**src/hw/pwm_meas_pkg.sv**
```systemverilog
// definitions shared by the measurement side of the design.
package pwm_meas_pkg;

	// counter width used when the top level does not override CNT_W.
	localparam int CNT_W_DEFAULT = 32;

	// states of the period meter.
	// WAIT_RISE holds until the first rising strobe after enable or an abort.
	// MEAS_HIGH counts the high phase and MEAS_LOW counts the rest of the period.
	typedef enum logic [1:0] {
		WAIT_RISE = 2'd0, // no period open yet.
		MEAS_HIGH = 2'd1, // between the opening rise and the fall.
		MEAS_LOW  = 2'd2  // between the fall and the closing rise.
	} meter_state_t;

endpackage

```
**src/hw/uart_frame_pkg.sv**
```systemverilog
// definitions shared by the frame builder and the UART transmitter.
package uart_frame_pkg;

	// every frame opens with this byte so a receiver can find frame boundaries.
	localparam logic [7:0] FRAME_HEADER = 8'hA5;

	// clocks per bit, 434 gives 115200 baud from a 50 MHz clock.
	localparam int CLK_DIV_DEFAULT = 434;

	// which part of the frame the builder is sending.
	typedef enum logic [2:0] {
		SLOT_IDLE   = 3'd0, // no frame in progress, a measurement may be taken.
		SLOT_HEADER = 3'd1, // the header byte is on the line.
		SLOT_PERIOD = 3'd2, // period bytes, most significant first.
		SLOT_HIGH   = 3'd3, // high time bytes, most significant first.
		SLOT_CHECK  = 3'd4  // the xor checksum closes the frame.
	} frame_slot_t;

	// states of the 8N1 serializer.
	typedef enum logic [1:0] {
		TX_IDLE  = 2'd0, // line held high.
		TX_START = 2'd1, // start bit, line low.
		TX_DATA  = 2'd2, // eight data bits, lsb first.
		TX_STOP  = 2'd3  // stop bit, line high.
	} tx_state_t;

endpackage

```
**src/hw/pwm_edge_sync.sv**
```systemverilog
`timescale 1ns/1ps

// brings the asynchronous pwm input into the clk domain and marks its edges.
// both strobes come out three cycles after the input moves, so the
// latency cancels when the meter takes differences between edges.
module pwm_edge_sync (
	input  logic clk,
	input  logic rst_n,
	input  logic pwm_in,
	output logic rise,
	output logic fall
);

	logic sync_1; // first metastability flop.
	logic sync_2; // second metastability flop, safe to use from here on.
	logic sync_d; // sync_2 one cycle late, the reference for the compare.

	always_ff @(posedge clk or negedge rst_n) begin
		if (!rst_n) begin
			sync_1 <= 1'b0;
			sync_2 <= 1'b0;
			sync_d <= 1'b0;
			rise   <= 1'b0;
			fall   <= 1'b0;
		end else begin
			sync_1 <= pwm_in;
			sync_2 <= sync_1;
			sync_d <= sync_2;
			rise   <= sync_2 & ~sync_d; // low to high seen between the two flops.
			fall   <= ~sync_2 & sync_d; // high to low, same latency as rise.
		end
	end

endmodule

```
**src/hw/pwm_period_meter.sv**
```systemverilog
`timescale 1ns/1ps

// measures high time and period of the synchronized pwm signal in clock cycles.
// a period runs from one rise strobe to the next, and the closing rise also
// opens the following period, so measurements follow each other without a gap.
module pwm_period_meter #(
	parameter int CNT_W = pwm_meas_pkg::CNT_W_DEFAULT
) (
	input  logic             clk,
	input  logic             rst_n,
	input  logic             enable,
	input  logic             rise,
	input  logic             fall,
	output logic             meas_valid,
	output logic [CNT_W-1:0] period,
	output logic [CNT_W-1:0] high_time
);

	import pwm_meas_pkg::*;

	meter_state_t     state;
	logic [CNT_W-1:0] cnt;      // cycles since the opening rise, 1 on the cycle after it.
	logic [CNT_W-1:0] high_cnt; // count taken at the fall, held until the period closes.
	logic             cnt_sat;

	assign cnt_sat = &cnt; // the counter cannot go further without wrapping.

	always_ff @(posedge clk or negedge rst_n) begin
		if (!rst_n) begin
			state      <= WAIT_RISE;
			cnt        <= '0;
			high_cnt   <= '0;
			meas_valid <= 1'b0;
			period     <= '0;
			high_time  <= '0;
		end else begin
			meas_valid <= 1'b0; // a strobe lasts one cycle only.
			if (!enable) begin
				state <= WAIT_RISE; // drop any open period.
				cnt   <= '0;
			end else begin
				case (state)
					WAIT_RISE: begin
						if (rise) begin // a fall here carries no information and is skipped.
							state <= MEAS_HIGH;
							cnt   <= CNT_W'(1);
						end
					end
					MEAS_HIGH: begin
						if (cnt_sat) begin
							state <= WAIT_RISE; // high phase too long to measure.
						end else if (fall) begin
							high_cnt <= cnt; // cnt equals the high cycles at this point.
							cnt      <= cnt + 1'b1;
							state    <= MEAS_LOW;
						end else if (rise) begin
							// a rise with no fall before it means a lost edge.
							// the old period is useless, so this rise opens a new one.
							cnt <= CNT_W'(1);
						end else begin
							cnt <= cnt + 1'b1;
						end
					end
					MEAS_LOW: begin
						if (cnt_sat) begin
							state <= WAIT_RISE; // period too long, abort without a strobe.
						end else if (rise) begin
							period     <= cnt; // full period from rise to rise.
							high_time  <= high_cnt;
							meas_valid <= 1'b1;
							cnt        <= CNT_W'(1); // this rise opens the next period.
							state      <= MEAS_HIGH;
						end else begin
							cnt <= cnt + 1'b1; // a second fall cannot occur before a rise.
						end
					end
					default: state <= WAIT_RISE;
				endcase
			end
		end
	end

endmodule

```
**src/hw/meas_frame_builder.sv**
```systemverilog
`timescale 1ns/1ps

// turns one measurement into a byte frame for the UART.
// layout is header, period msb first, high time msb first, then the xor of
// all payload bytes. the next byte is requested the cycle after byte_done.
module meas_frame_builder #(
	parameter int CNT_W = pwm_meas_pkg::CNT_W_DEFAULT
) (
	input  logic             clk,
	input  logic             rst_n,
	input  logic             meas_valid,
	input  logic [CNT_W-1:0] period,
	input  logic [CNT_W-1:0] high_time,
	input  logic             byte_done,
	output logic             byte_start,
	output logic [7:0]       tx_byte
);

	import uart_frame_pkg::*;

	localparam int NB    = CNT_W / 8;      // bytes per value.
	localparam int IDX_W = $clog2(NB + 1); // wide enough to hold NB itself.

	frame_slot_t      slot;
	frame_slot_t      slot_nxt;
	logic [IDX_W-1:0] byte_idx;   // bytes already sent in the current payload slot.
	logic             last_byte;  // the slot has sent all of its bytes.
	logic             send;       // a byte goes out on the next cycle.
	logic [CNT_W-1:0] period_sr;  // period copy, top byte is the next to go.
	logic [CNT_W-1:0] high_sr;    // high time copy, same order.
	logic [7:0]       chk;        // running xor of the payload bytes.
	logic [7:0]       next_byte;

	assign last_byte = (byte_idx == IDX_W'(NB));

	// decide the next slot and whether a byte is sent.
	always_comb begin
		slot_nxt = slot;
		send     = 1'b0;
		case (slot)
			SLOT_IDLE: begin
				if (meas_valid) begin // only taken when no frame is running.
					slot_nxt = SLOT_HEADER;
					send     = 1'b1;
				end
			end
			SLOT_HEADER: begin
				if (byte_done) begin
					slot_nxt = SLOT_PERIOD;
					send     = 1'b1;
				end
			end
			SLOT_PERIOD: begin
				if (byte_done) begin
					slot_nxt = last_byte ? SLOT_HIGH : SLOT_PERIOD;
					send     = 1'b1;
				end
			end
			SLOT_HIGH: begin
				if (byte_done) begin
					slot_nxt = last_byte ? SLOT_CHECK : SLOT_HIGH;
					send     = 1'b1;
				end
			end
			SLOT_CHECK: begin
				if (byte_done) slot_nxt = SLOT_IDLE; // frame complete.
			end
			default: slot_nxt = SLOT_IDLE;
		endcase
	end

	// pick the byte that belongs to the slot being entered.
	always_comb begin
		case (slot_nxt)
			SLOT_HEADER: next_byte = FRAME_HEADER;
			SLOT_PERIOD: next_byte = period_sr[CNT_W-1 -: 8];
			SLOT_HIGH:   next_byte = high_sr[CNT_W-1 -: 8];
			default:     next_byte = chk; // checksum slot, every payload byte is folded in.
		endcase
	end

	always_ff @(posedge clk or negedge rst_n) begin
		if (!rst_n) begin
			slot       <= SLOT_IDLE;
			byte_idx   <= '0;
			byte_start <= 1'b0;
		end else begin
			slot       <= slot_nxt;
			byte_start <= send;
			if (send) begin
				// entering a payload slot restarts the count at the first byte.
				byte_idx <= (slot_nxt != slot) ? IDX_W'(1) : byte_idx + 1'b1;
			end
		end
	end

	// payload path, loaded at the header and shifted byte by byte.
	always_ff @(posedge clk) begin
		if (send) tx_byte <= next_byte;
		if (slot == SLOT_IDLE && meas_valid) begin
			period_sr <= period;
			high_sr   <= high_time;
			chk       <= 8'h00;
		end else if (send && slot_nxt == SLOT_PERIOD) begin
			period_sr <= period_sr << 8;
			chk       <= chk ^ period_sr[CNT_W-1 -: 8];
		end else if (send && slot_nxt == SLOT_HIGH) begin
			high_sr <= high_sr << 8;
			chk     <= chk ^ high_sr[CNT_W-1 -: 8];
		end
	end

endmodule

```
**src/hw/uart_tx.sv**
```systemverilog
`timescale 1ns/1ps

// 8N1 serializer. every bit lasts CLK_DIV cycles and the start bit appears
// on the cycle after byte_start. requests while busy are ignored.
module uart_tx #(
	parameter int CLK_DIV = uart_frame_pkg::CLK_DIV_DEFAULT
) (
	input  logic       clk,
	input  logic       rst_n,
	input  logic       byte_start,
	input  logic [7:0] tx_byte,
	output logic       txd,
	output logic       tx_busy,
	output logic       byte_done
);

	import uart_frame_pkg::*;

	localparam int DIV_W = $clog2(CLK_DIV + 1);

	tx_state_t        state;
	logic [DIV_W-1:0] div_cnt; // cycles spent in the current bit.
	logic [2:0]       bit_idx; // data bit on the line.
	logic [7:0]       shreg;   // lsb is the next data bit.
	logic             bit_end;
	logic             load;

	assign bit_end = (div_cnt == DIV_W'(CLK_DIV - 1)); // last cycle of a bit.
	assign load    = byte_start && (state == TX_IDLE);
	// busy spans the request cycle through the done cycle, so it stays high between bytes.
	assign tx_busy = (state != TX_IDLE) || byte_start || byte_done;

	always_ff @(posedge clk or negedge rst_n) begin
		if (!rst_n) begin
			state     <= TX_IDLE;
			div_cnt   <= '0;
			bit_idx   <= '0;
			txd       <= 1'b1; // idle line is high.
			byte_done <= 1'b0;
		end else begin
			byte_done <= 1'b0;
			div_cnt   <= (state == TX_IDLE || bit_end) ? '0 : div_cnt + 1'b1;
			case (state)
				TX_IDLE: begin
					if (load) begin
						state <= TX_START;
						txd   <= 1'b0; // start bit.
					end
				end
				TX_START: begin
					if (bit_end) begin
						state   <= TX_DATA;
						bit_idx <= 3'd0;
						txd     <= shreg[0];
					end
				end
				TX_DATA: begin
					if (bit_end) begin
						if (bit_idx == 3'd7) begin
							state <= TX_STOP;
							txd   <= 1'b1; // stop bit.
						end else begin
							bit_idx <= bit_idx + 1'b1;
							txd     <= shreg[0];
						end
					end
				end
				TX_STOP: begin
					if (bit_end) begin
						state     <= TX_IDLE;
						byte_done <= 1'b1; // stop bit complete, the line stays high.
					end
				end
				default: state <= TX_IDLE;
			endcase
		end
	end

	// data copy, taken at the request so the builder may change tx_byte.
	always_ff @(posedge clk) begin
		if (load) begin
			shreg <= tx_byte;
		end else if (bit_end && (state == TX_START || state == TX_DATA)) begin
			shreg <= shreg >> 1; // shreg[0] has just been put on the line.
		end
	end

endmodule

```
**src/hw/pwm_capture_top.sv**
```systemverilog
`timescale 1ns/1ps

// pwm measurement subsystem. the input goes through the edge synchronizer
// into the meter, and each measurement is framed and sent over txd.
module pwm_capture_top #(
	parameter int CNT_W   = pwm_meas_pkg::CNT_W_DEFAULT,
	parameter int CLK_DIV = uart_frame_pkg::CLK_DIV_DEFAULT
) (
	input  logic             clk,
	input  logic             rst_n,
	input  logic             enable,
	input  logic             pwm_in,
	output logic             txd,
	output logic             tx_busy,
	output logic             meas_valid,
	output logic [CNT_W-1:0] period,
	output logic [CNT_W-1:0] high_time
);

	logic       rise;       // synchronized edge strobes.
	logic       fall;
	logic       byte_start; // builder asks for a byte.
	logic [7:0] tx_byte;
	logic       byte_done;  // transmitter finished the stop bit.

	pwm_edge_sync pwm_edge_sync_i (
		.clk    (clk),
		.rst_n  (rst_n),
		.pwm_in (pwm_in),
		.rise   (rise),
		.fall   (fall)
	);

	pwm_period_meter #(.CNT_W(CNT_W)) pwm_period_meter_i (
		.clk        (clk),
		.rst_n      (rst_n),
		.enable     (enable),
		.rise       (rise),
		.fall       (fall),
		.meas_valid (meas_valid),
		.period     (period),
		.high_time  (high_time)
	);

	meas_frame_builder #(.CNT_W(CNT_W)) meas_frame_builder_i (
		.clk        (clk),
		.rst_n      (rst_n),
		.meas_valid (meas_valid),
		.period     (period),
		.high_time  (high_time),
		.byte_done  (byte_done),
		.byte_start (byte_start),
		.tx_byte    (tx_byte)
	);

	uart_tx #(.CLK_DIV(CLK_DIV)) uart_tx_i (
		.clk        (clk),
		.rst_n      (rst_n),
		.byte_start (byte_start),
		.tx_byte    (tx_byte),
		.txd        (txd),
		.tx_busy    (tx_busy),
		.byte_done  (byte_done)
	);

endmodule

```
**config.mk**
```make
export PLATFORM = sky130hd
export DESIGN_NAME = pwm_capture_top
export DESIGN_NICKNAME = d
export VERILOG_FILES = /design/src/hw/pwm_meas_pkg.sv /design/src/hw/uart_frame_pkg.sv /design/src/hw/pwm_edge_sync.sv /design/src/hw/pwm_period_meter.sv /design/src/hw/meas_frame_builder.sv /design/src/hw/uart_tx.sv /design/src/hw/pwm_capture_top.sv
export SDC_FILE = /design/constraint.sdc
export NUM_CORES = 1
export LEC_CHECK = 0
export ABC_AREA = 1
export BUFFER_PORTS_ARGS = -buffer_cell sky130_fd_sc_hd__buf_4
export CAP_MARGIN = 10
export CORE_UTILIZATION = 35
export CTS_CLUSTER_DIAMETER = 100
export DETAILED_ROUTE_END_ITERATION = 6
export PLACE_DENSITY_LB_ADDON = 0.3
export SYNTH_ARGS = -nofsm -noshare
export SYNTH_HDL_FRONTEND = slang
export SYNTH_SLANG_ARGS = --single-unit
```
**constraint.sdc**
```tcl
create_clock -name clk -period 3.4 [get_ports clk]
set_input_delay 0.68 -clock clk [delete_from_list [all_inputs] [get_ports clk]]
set_output_delay 0.68 -clock clk [all_outputs]
set_load 0.05 [all_outputs]
```
Word-level counts from Yosys, hierarchy flattened --
Cells that the tools add are included.
Storage, ports and cells: word-level logic and storage cells 148, bits in registers 247
Operators by class: equality and inequality tests 28, bitwise operators 7, muxes and demuxes 57, reductions and logical operators 28, add/subtract/negate cells 4
Operators with widths (count):
- $mux W32 | 11
- $pmux W32 S3 | 1
- $add A32 B1 Y32 const B | 1
- $mux W8 | 4
- $reduce_and A32 Y1 | 1
- $mux W3 | 10
- $pmux W8 S3 | 1
- $mux W2 | 10
- $reduce_and A4 Y1 | 5
- $xor A8 B8 Y8 | 2
- $pmux W3 S5 | 1
- $mux W1 | 13
- $eq A3 B2 Y1 const B | 4
- $ne A2 B1 Y1 const B | 6
- $reduce_bool A2 Y1 | 6
- $add A9 B1 Y9 const B | 1
- $eq A3 B3 Y1 const B | 3
- $eq A9 B9 Y1 const B | 1
- $mux W9 | 1
- $ne A3 B3 Y1 const B | 3
- $pmux W2 S4 | 1
- $add A3 B1 Y3 const B | 2
- $eq A2 B2 Y1 const B | 3
- $eq A3 B1 Y1 const B | 2
- other kinds (19) | 31

Logic depth before layout (Yosys ltp) --
Gate-level depths: netlist (run 1).
depth after elaboration 9, depth in mapped cells 14, mapped depth without buffers 13

Modules after synthesis --
Synthesis (run 1) repeated with hierarchy kept, for this count alone.
Second synthesis, totals: cell total of the unflattened synthesis 1309, area total of the unflattened synthesis 11481.0 um2
By module, submodules not included:
- pwm_period_meter | area each 5983.2 um2, seq. area each 3278.1 um2, times used 1, cells an instance 728
- meas_frame_builder | area each 4063.9 um2, seq. area each 2497.4 um2, times used 1, cells an instance 440
- uart_tx | area each 1293.7 um2, seq. area each 641.9 um2, times used 1, cells an instance 132
- pwm_edge_sync | area each 140.1 um2, seq. area each 125.1 um2, times used 1, cells an instance 9

Worst setup path before layout (run 1) --
Ideal clock, no wire load.
path kind reg-to-reg, from register pwm_period_meter_i.meas_valid, to register meas_frame_builder_i.high_sr[0], enable pin, path buffers 1, data arrival time 2190 ps, library setup time 389 ps, cell stages (with the launch flop) 8, period minus slack after synthesis 2579 ps, path slack 821 ps, cells stage by stage dfrtp_1 > nand3_1 > inv_2 > nor2_1 > inv_1 > buf_2 > nand2_1 > nand2_1
RTL lines:
- start: declaration | RTL line pwm_period_meter.sv:14 | output logic meas_valid,
- start signal: assignment | RTL line pwm_period_meter.sv:33 | meas_valid <= 1'b0;
- start signal: assignment | RTL line pwm_period_meter.sv:37 | meas_valid <= 1'b0;
- start signal: assignment | RTL line pwm_period_meter.sv:70 | meas_valid <= 1'b1;
- $mux W1 * | RTL line meas_frame_builder.sv:42 | if (meas_valid) begin
- $pmux W1 S2 * | RTL line meas_frame_builder.sv:40 | case (slot)
- named net meas_frame_builder_i.send | RTL line meas_frame_builder.sv:28 | logic send;
- $logic_and A1 B1 Y1 (on tied branches) | RTL line meas_frame_builder.sv:104, meas_frame_builder.sv:107
- $ne A2 B1 Y1 (no source line) / $reduce_bool A2 Y1 (equally long branches)
- $reduce_and A2 Y1 (no source line) *
- end signal: assignment | RTL line meas_frame_builder.sv:102 | high_sr <= high_time;
- end signal: assignment | RTL line meas_frame_builder.sv:108 | high_sr <= high_sr << 8;
- end: declaration | RTL line meas_frame_builder.sv:30 | logic [CNT_W-1:0] high_sr;
Mark *: on every way through the listed nets, which the timed path passes. The rest lies on a longest branch. A chain may end at the register's enable or synchronous reset.

Worst setup path after layout (run 1) --
from register meas_frame_builder_i.slot[1], to register meas_frame_builder_i.period_sr[2], enable pin
On the way: word-level cells in the longest chain between the ends 5
RTL lines:
- start: declaration | RTL line meas_frame_builder.sv:24 | frame_slot_t slot;
- start signal: assignment | RTL line meas_frame_builder.sv:88 | slot <= slot_nxt;
- $eq A3 B3 Y1 (tied with other cells) | RTL line meas_frame_builder.sv:40
- $pmux W3 S5 / $reduce_or A3 Y1 (equally long branches)
- $eq A3 B2 Y1 / $pmux W1 S2 (equally long branches) | RTL line meas_frame_builder.sv:104, meas_frame_builder.sv:40
- $logic_and A1 B1 Y1 | RTL line meas_frame_builder.sv:104 | end else if (send && slot_nxt == SLOT_PERIOD) begin
- $reduce_bool A2 Y1 (no source line) *
- end signal: assignment | RTL line meas_frame_builder.sv:101 | period_sr <= period;
- end signal: assignment | RTL line meas_frame_builder.sv:105 | period_sr <= period_sr << 8;
- end: declaration | RTL line meas_frame_builder.sv:29 | logic [CNT_W-1:0] period_sr;
Every way passes the cells marked *; elsewhere a longest branch is shown, timed or not.

==> qor.csv, run 1 <==
stage,metric,value,unit
status,status,finished clean,
sta,Final setup viols,0,
sta,Slew HR,42.3,%
place,dpl cell area,12000,um^2
routing,Metal-1 WL,12100,um
synth,"area leader, netlist",dfrtp_1,
synth,Post-synth EDFFs,80,
floorplan,top-level I/O count,71,
finish,antenna cell count,0,
floorplan,Total Die Area,32600,um^2
setup_path,Crit Path Category,reg -> reg,
routing,routed vias,8314,
floorplan,Initial Utilization,36.0,%
sta,Final min period,2.59,ns
routing,drt initial violations,543,
cts,Max Root-Sink Buffers,3,
place,IO Port Bufs,70,
sta,Achievable Freq,386,MHz
synth,cell with the most instances after synthesis,nand2_1,
cts,Skew-Pair Late Insertion Delay,0.53,ns
job,MaxCap Viol Count,0,
sta,Final Cycle Share,76.1,%
routing,WL met3,930,um
setup_path,Crit path buffers/inverters,4,
synth,synth warn,0,
routing,post-DR vias/cell,4.76,
synth,Yosys reg bits,247,
power,Pwr Density,569,nW/um^2
setup_path,Worst setup SP type,flop,
routing,Max Used Layer,met4,
synth,Synth top area share,35.5,%
hold_path,HP Class,in -> async,
global_route,number of global-route vias before repair,8140,
cts,postcts setup bufs,0,
setup_path,CP Data Arrival Time,2.83,ns
synth,Avg Inst Size Synth,8.84,um^2
routing,drt pass-1 iters,5,
global_route,first-pass GRT wire length,43800,um
cts,Root Driver,clkbuf_16,
synth,asr flop ratio synth,64.4,%
floorplan,Die X,180,um
synth,register area share after synthesis,58.7,%
setup_path,critical path's slowest cell,buf_4,
sta,Worst Tran Pin Value,0.864,ns
setup_path,R2R depth,9,
sta,final hold vios,0,
synth,"top cells by area, synth","dfrtp_1 35%, edfxtp_1 22%, nand2_1 15%, o21ai_0 4.4%, inv_1 4.0%",
finish,Multi-input gate area,3890,um^2
power,worst IR drop on VDD,320,uV
cts,clock slew at reported path FFs,0.06,ns
synth,Most used DFF post-synth,dfrtp_1,
cts,# H-tree levels,1,
synth,Yosys cell types,43,
synth,Mapped Cells,1261,
cts,CTS buffer count,27,
floorplan,chip height,180,um
synth,Post-Syn Area,11100,um^2
routing,drt total wl,26900,um
sta,setup tns final,0,ns
routing,metal2 WL,13100,um
finish,layout cells sized above 1,12.5,%
setup_path,CP max stage delay,0.61,ns
finish,fillers,3051,
finish,register area,6540,um^2
setup_path,worst endpoint required time,3.64,ns
synth,most frequent cells after synthesis,"455 x nand2_1, 158 x dfrtp_1, 118 x inv_1",
power,leakage,5.95,nW
routing,DRC violations left,0,
floorplan,placement row count,64,
global_route,initial antenna violation count,0,
setup_path,CP endpoint kind,flop,
setup_path,crit-path cells,"nor2_1, nand3_2, buf_4, inv_2, nor2_1, inv_1, nand2_1, nand2_1, buf_4",
setup_path,cell family with most CP delay,buffers and inverters,
finish,nets@finish,1349,
global_route,largest net degree at the start of global routing,89,
finish,area delta synth->final,15.9,%
cts,CTS tree,yes,
setup_path,CP Max Fanout,75,
cts,clock tree sinks,247,
floorplan,CORE AREA,31000,um^2
sta,Final Skew,0.00809,ns
cts,Resized cells post-CTS,0,
finish,"Design Area, Final",12900,um^2
routing,WL/cell,15.4,um
sta,Slew Limit Fails,0,
cts,Hold Buf Count CTS,0,
setup_path,Stages on worst setup path,9,
global_route,gr ovfl total,0,
sta,RSZ-0062 raised after global routing,no,
place,DP HPWL,19200,um
global_route,gr usage total,16.8,%
synth,Post-Syn Nets,1281,
place,Routability Congestion,0.874,
routing,Antenna Violating Nets Remaining,0,
through the flow:
step	hold WS, ns	util (%)	instances	power [mW]	setup slack [ns]
floorplan	0.331	-	1261	4.18	0.821
global placement	0.337	38.8	1696	4.48	0.915
detailed placement	0.338	38.8	1696	4.50	0.835
CTS	0.193	41.7	1745	7.44	0.812
global route	0.217	41.7	1745	7.68	0.505
finish	0.155	41.7	1745	7.35	0.812
cell families (layout without fill, tap and decap cells):
family / count (synthesis) / count (layout) / synth area share, %
XOR/XNOR: 1 / 1 / 0.0786
buffers and inverters: 167 / 255 / 6.42
multiplexers: 7 / 7 / 0.707
flip-flops: 247 / 247 / 58.7
adder cells (fa/ha/maj): 16 / 16 / 1.80
AO/OA/AOI/OAI: 149 / 149 / 7.16
AND/OR/NAND/NOR: 674 / 674 / 25.1
final timing paths:
path / from / endpoint / slack, ns
setup / recovery: meas_frame_builder_i.slot[1] / meas_frame_builder_i.period_sr[2] / 0.81
hold / removal: rst_n / uart_tx_i.div_cnt[4] / 0.16
hold reg to reg: pwm_edge_sync_i.sync_1 / pwm_edge_sync_i.sync_2 / 0.35
max in group asynchronous: rst_n / pwm_period_meter_i.high_time[16] / 2.44
setup reg to reg: meas_frame_builder_i.slot[1] / meas_frame_builder_i.period_sr[2] / 0.81
min in group clk: pwm_in / pwm_edge_sync_i.sync_1 / 0.26
layout by cell type, fill, tap and decap left out, types with 4 or more instances in the layout:
| master | n |
|---|---|
| dfxtp_1 | 8 |
| mux2_2 | 7 |
| edfxtp_1 | 80 |
| dfrtp_1 | 158 |
| clkbuf_8 | 4 |
| clkinv_1 | 4 |
| a21oi_2 | 4 |
| nor2_1 | 109 |
| ha_1 | 16 |
| o21ai_1 | 7 |
| inv_2 | 4 |
| nand4_1 | 15 |
| nand2_1 | 455 |
| a21oi_1 | 27 |
| nand3_1 | 43 |
| clkinv_2 | 6 |
| nor3_1 | 21 |
| buf_4 | 80 |
| clkbuf_1 | 5 |
| inv_1 | 118 |
| nand2_2 | 5 |
| clkbuf_16 | 27 |
| nor2_4 | 7 |
| o21ai_0 | 99 |
report_power, final:
part / internal [mW] / total, mW / switching (mW)
Clock: 1.77 / 2.92 / 1.16
Combinational: 0.300 / 1.13 / 0.825
Sequential: 3.21 / 3.31 / 0.0936
registers in the layout, summed over array words and instances, names as in the netlist, 2 cells and up:
name                            flops
meas_frame_builder_i.chk            8
pwm_period_meter_i.high_time       32
meas_frame_builder_i.tx_byte        8
pwm_period_meter_i.high_cnt        32
uart_tx_i.bit_idx                   3
meas_frame_builder_i.high_sr       32
pwm_period_meter_i.cnt             32
pwm_period_meter_i.period          32
pwm_period_meter_i.state            2
uart_tx_i.div_cnt                   9
meas_frame_builder_i.slot           3
meas_frame_builder_i.period_sr     32
meas_frame_builder_i.byte_idx       3
uart_tx_i.shreg                     8
uart_tx_i.state                     2
layout make-up:
| type | count | share of cell area, % |
|---|---|---|
| repair buffers | 82 | 4.89 |
| inverters | 124 | 3.62 |
| flip-flops and latches | 247 | 50.6 |
| multi-input cells | 847 | 30.1 |
| well taps | 396 | 3.83 |
| clock buffers | 36 | 5.80 |
| clock inverters | 13 | 1.08 |
layer usage:
layer | global-route usage [%] | vias to the layer above
li1 | - | 4179
met1 | 22.1 | 3919
met2 | 29.0 | 171
met3 | 2.08 | 45
met4 | 4.55 | 0
met5 | 0 | -
No activity file was read; power rests on OpenSTA's default activity.
==> run 2: changes to the inputs <==
clock period = 2.35 ns   (was 3.4 ns; I/O delays follow)
==> qor.csv, run 2 (synthesis gave the netlist of run 1 again) <==
stage,metric,value,unit,change
sta,final hold vios,0,,unchanged
routing,WL/cell,15.3,um,-0.61%
sta,Final setup viols,0,,unchanged
finish,most frequent cells in the layout,"453 x nand2_1, 158 x dfrtp_1, 118 x inv_1",,
place,DP HPWL,19300,um,+0.73%
hold_path,HP Class,in -> reg,,
floorplan,Die X,180,um,unchanged
setup_path,Crit Path Category,reg -> reg,,
finish,antenna cell count,0,,unchanged
floorplan,CORE AREA,31000,um^2,unchanged
finish,"commonest non-fill, non-tap cell in the layout",nand2_1,,
routing,drt total wl,26900,um,about the same
routing,drt pass-1 iters,5,,unchanged
routing,post-DR vias/cell,4.80,,+0.69%
floorplan,placement row count,64,,unchanged
setup_path,cell mode on critical path,nand2_1,,
global_route,gr usage total,16.8,%,+0.039 points
power,leakage,5.99,nW,+0.58%
finish,Finished Core Util,42.0,%,+0.29 points
sta,Slew Limit Fails,0,,unchanged
cts,CTS buffer count,27,,unchanged
setup_path,CP endpoint kind,flop,,
setup_path,Crit path buffers/inverters,3,,-1
place,DP Cell Count,1706,,+0.59%
cts,Skew-Pair Late Insertion Delay,0.53,ns,about the same
global_route,initial antenna violation count,0,,unchanged
sta,setup tns final,0,ns,unchanged
sta,Slew HR,64.7,%,+22 points
floorplan,Total Die Area,32600,um^2,unchanged
routing,DRC violations left,0,,unchanged
cts,clock tree sinks,247,,unchanged
status,status,finished clean,,
power,Pwr Density,800,nW/um^2,+41%
global_route,first-pass GRT wire length,43700,um,-0.30%
sta,Final min period,2.13,ns,-0.456 ns
setup_path,CP max stage delay,0.38,ns,-0.23 ns
setup_path,CP Data Arrival Time,2.35,ns,-0.48 ns
setup_path,CP Max Fanout,32,,-57%
finish,area delta synth->final,16.7,%,
setup_path,worst endpoint required time,2.57,ns,-1.07 ns
cts,CTS tree,yes,,
finish,nets@finish,1360,,+0.82%
cts,Max Root-Sink Buffers,3,,unchanged
sta,Final Skew,0.0128,ns,+0.00466 ns
setup_path,crit-path cells,"inv_1, ha_1, nand3_1, nand2_1, nand3_2, inv_4, nor2_4, nand2_1, nand2_2, buf_12",,
sta,Final Cycle Share,90.7,%,+15 points
setup_path,FF-to-FF setup slack,0.22,ns,-0.59 ns
routing,Antenna Violating Nets Remaining,0,,unchanged
setup_path,cell family with most CP delay,simple AND/OR/NAND/NOR gates,,
global_route,gr ovfl total,0,,unchanged
power,worst IR drop on VDD,446,uV,+39%
global_route,largest net degree at the start of global routing,62,,-30%
place,IO Port Bufs,70,,unchanged
floorplan,top-level I/O count,71,,unchanged
floorplan,Initial Utilization,36.0,%,unchanged
routing,routed vias,8424,,+1.3%
cts,clock slew at reported path FFs,0.06,ns,about the same
finish,layout cells sized above 1,13.6,%,+1.1 points
job,MaxCap Viol Count,0,,unchanged
routing,drt initial violations,569,,+4.8%
setup_path,critical path's slowest cell,dfrtp_1,,
setup_path,Worst setup SP type,flop,,
cts,# H-tree levels,1,,unchanged
cts,postcts setup bufs,0,,unchanged
finish,post-route insts no fill,1756,,+0.63%
sta,RSZ-0062 raised after global routing,no,,
floorplan,chip height,180,um,unchanged
place,Routability Congestion,0.855,,-2.2%
sta,Achievable Freq,469,MHz,+21%
sta,Worst Tran Pin Value,0.529,ns,-0.335 ns
global_route,number of global-route vias before repair,8049,,-1.1%
cts,Root Driver,clkbuf_16,,
[run 2: worst paths after layout]
path | startpoint | end | cells past startpoint
worst min-delay path | pwm_in | pwm_edge_sync_i.sync_1 | 1
worst max-delay path | meas_frame_builder_i.byte_idx[0] | meas_frame_builder_i.period_sr[3] | 10
min in group asynchronous | rst_n | uart_tx_i.div_cnt[0] | 2
worst min register to register | pwm_edge_sync_i.sync_1 | pwm_edge_sync_i.sync_2 | 0
worst max register to register | meas_frame_builder_i.byte_idx[0] | meas_frame_builder_i.period_sr[3] | 10
max in group asynchronous | rst_n | pwm_period_meter_i.period[5] | 3
[run 2: power by group]
group,internal (mW),total (mW),switching [mW]
Clock,2.21,3.94,1.73
Combinational,0.482,1.69,1.21
Sequential,4.65,4.78,0.133
[run 2: routing by layer]
| metal | up-vias | GRT usage (%) | wire length, um |
|---|---|---|---|
| li1 | 4210 | - | - |
| met1 | 4000 | 22.4 | 12200 |
| met2 | 160 | 27.8 | 12700 |
| met3 | 54 | 2.69 | 1080 |
| met4 | 0 | 5.71 | 952 |
| met5 | - | 0 | 0 |
[run 2: final cells by class]
class | count | area (um^2)
sequential | 247 | 6540
clock buffer | 35 | 736
clock inverter | 14 | 86.3
inverter | 124 | 472
tap | 396 | 495
timing repair buffer | 93 | 779
fill | 3049 | 18000
multi-input combinational | 847 | 3900
[run 2: worst register-to-register path, stage by stage, from the launching register on]
cell and delay, ns:
dfrtp_1 0.38, inv_1 0.07, ha_1 0.21, nand3_1 0.10
nand2_1 0.10, nand3_2 0.18, inv_4 0.10, nor2_4 0.26
nand2_1 0.11, nand2_2 0.09, buf_12 0.21
[run 2: timing repair]
item	4_1_cts	5_1_grt
endpoints found under the setup margin	0	3
hold buffers	1	0
hold endpoints to repair	34	0
gates resized for setup	0	2
[run 2: stage by stage]
step	cell area, um^2	power (mW)	hold slack, ns	setup WS [ns]
after floorplan	11200	6.05	0.174	0.0549
after global placement	12200	6.51	0.333	0.214
after detailed placement	12200	6.56	0.342	0.194
after CTS	13000	10.5	0.0280	0.185
after global routing	13000	10.9	0.0296	0.0116
final	13000	10.4	0.0481	0.218
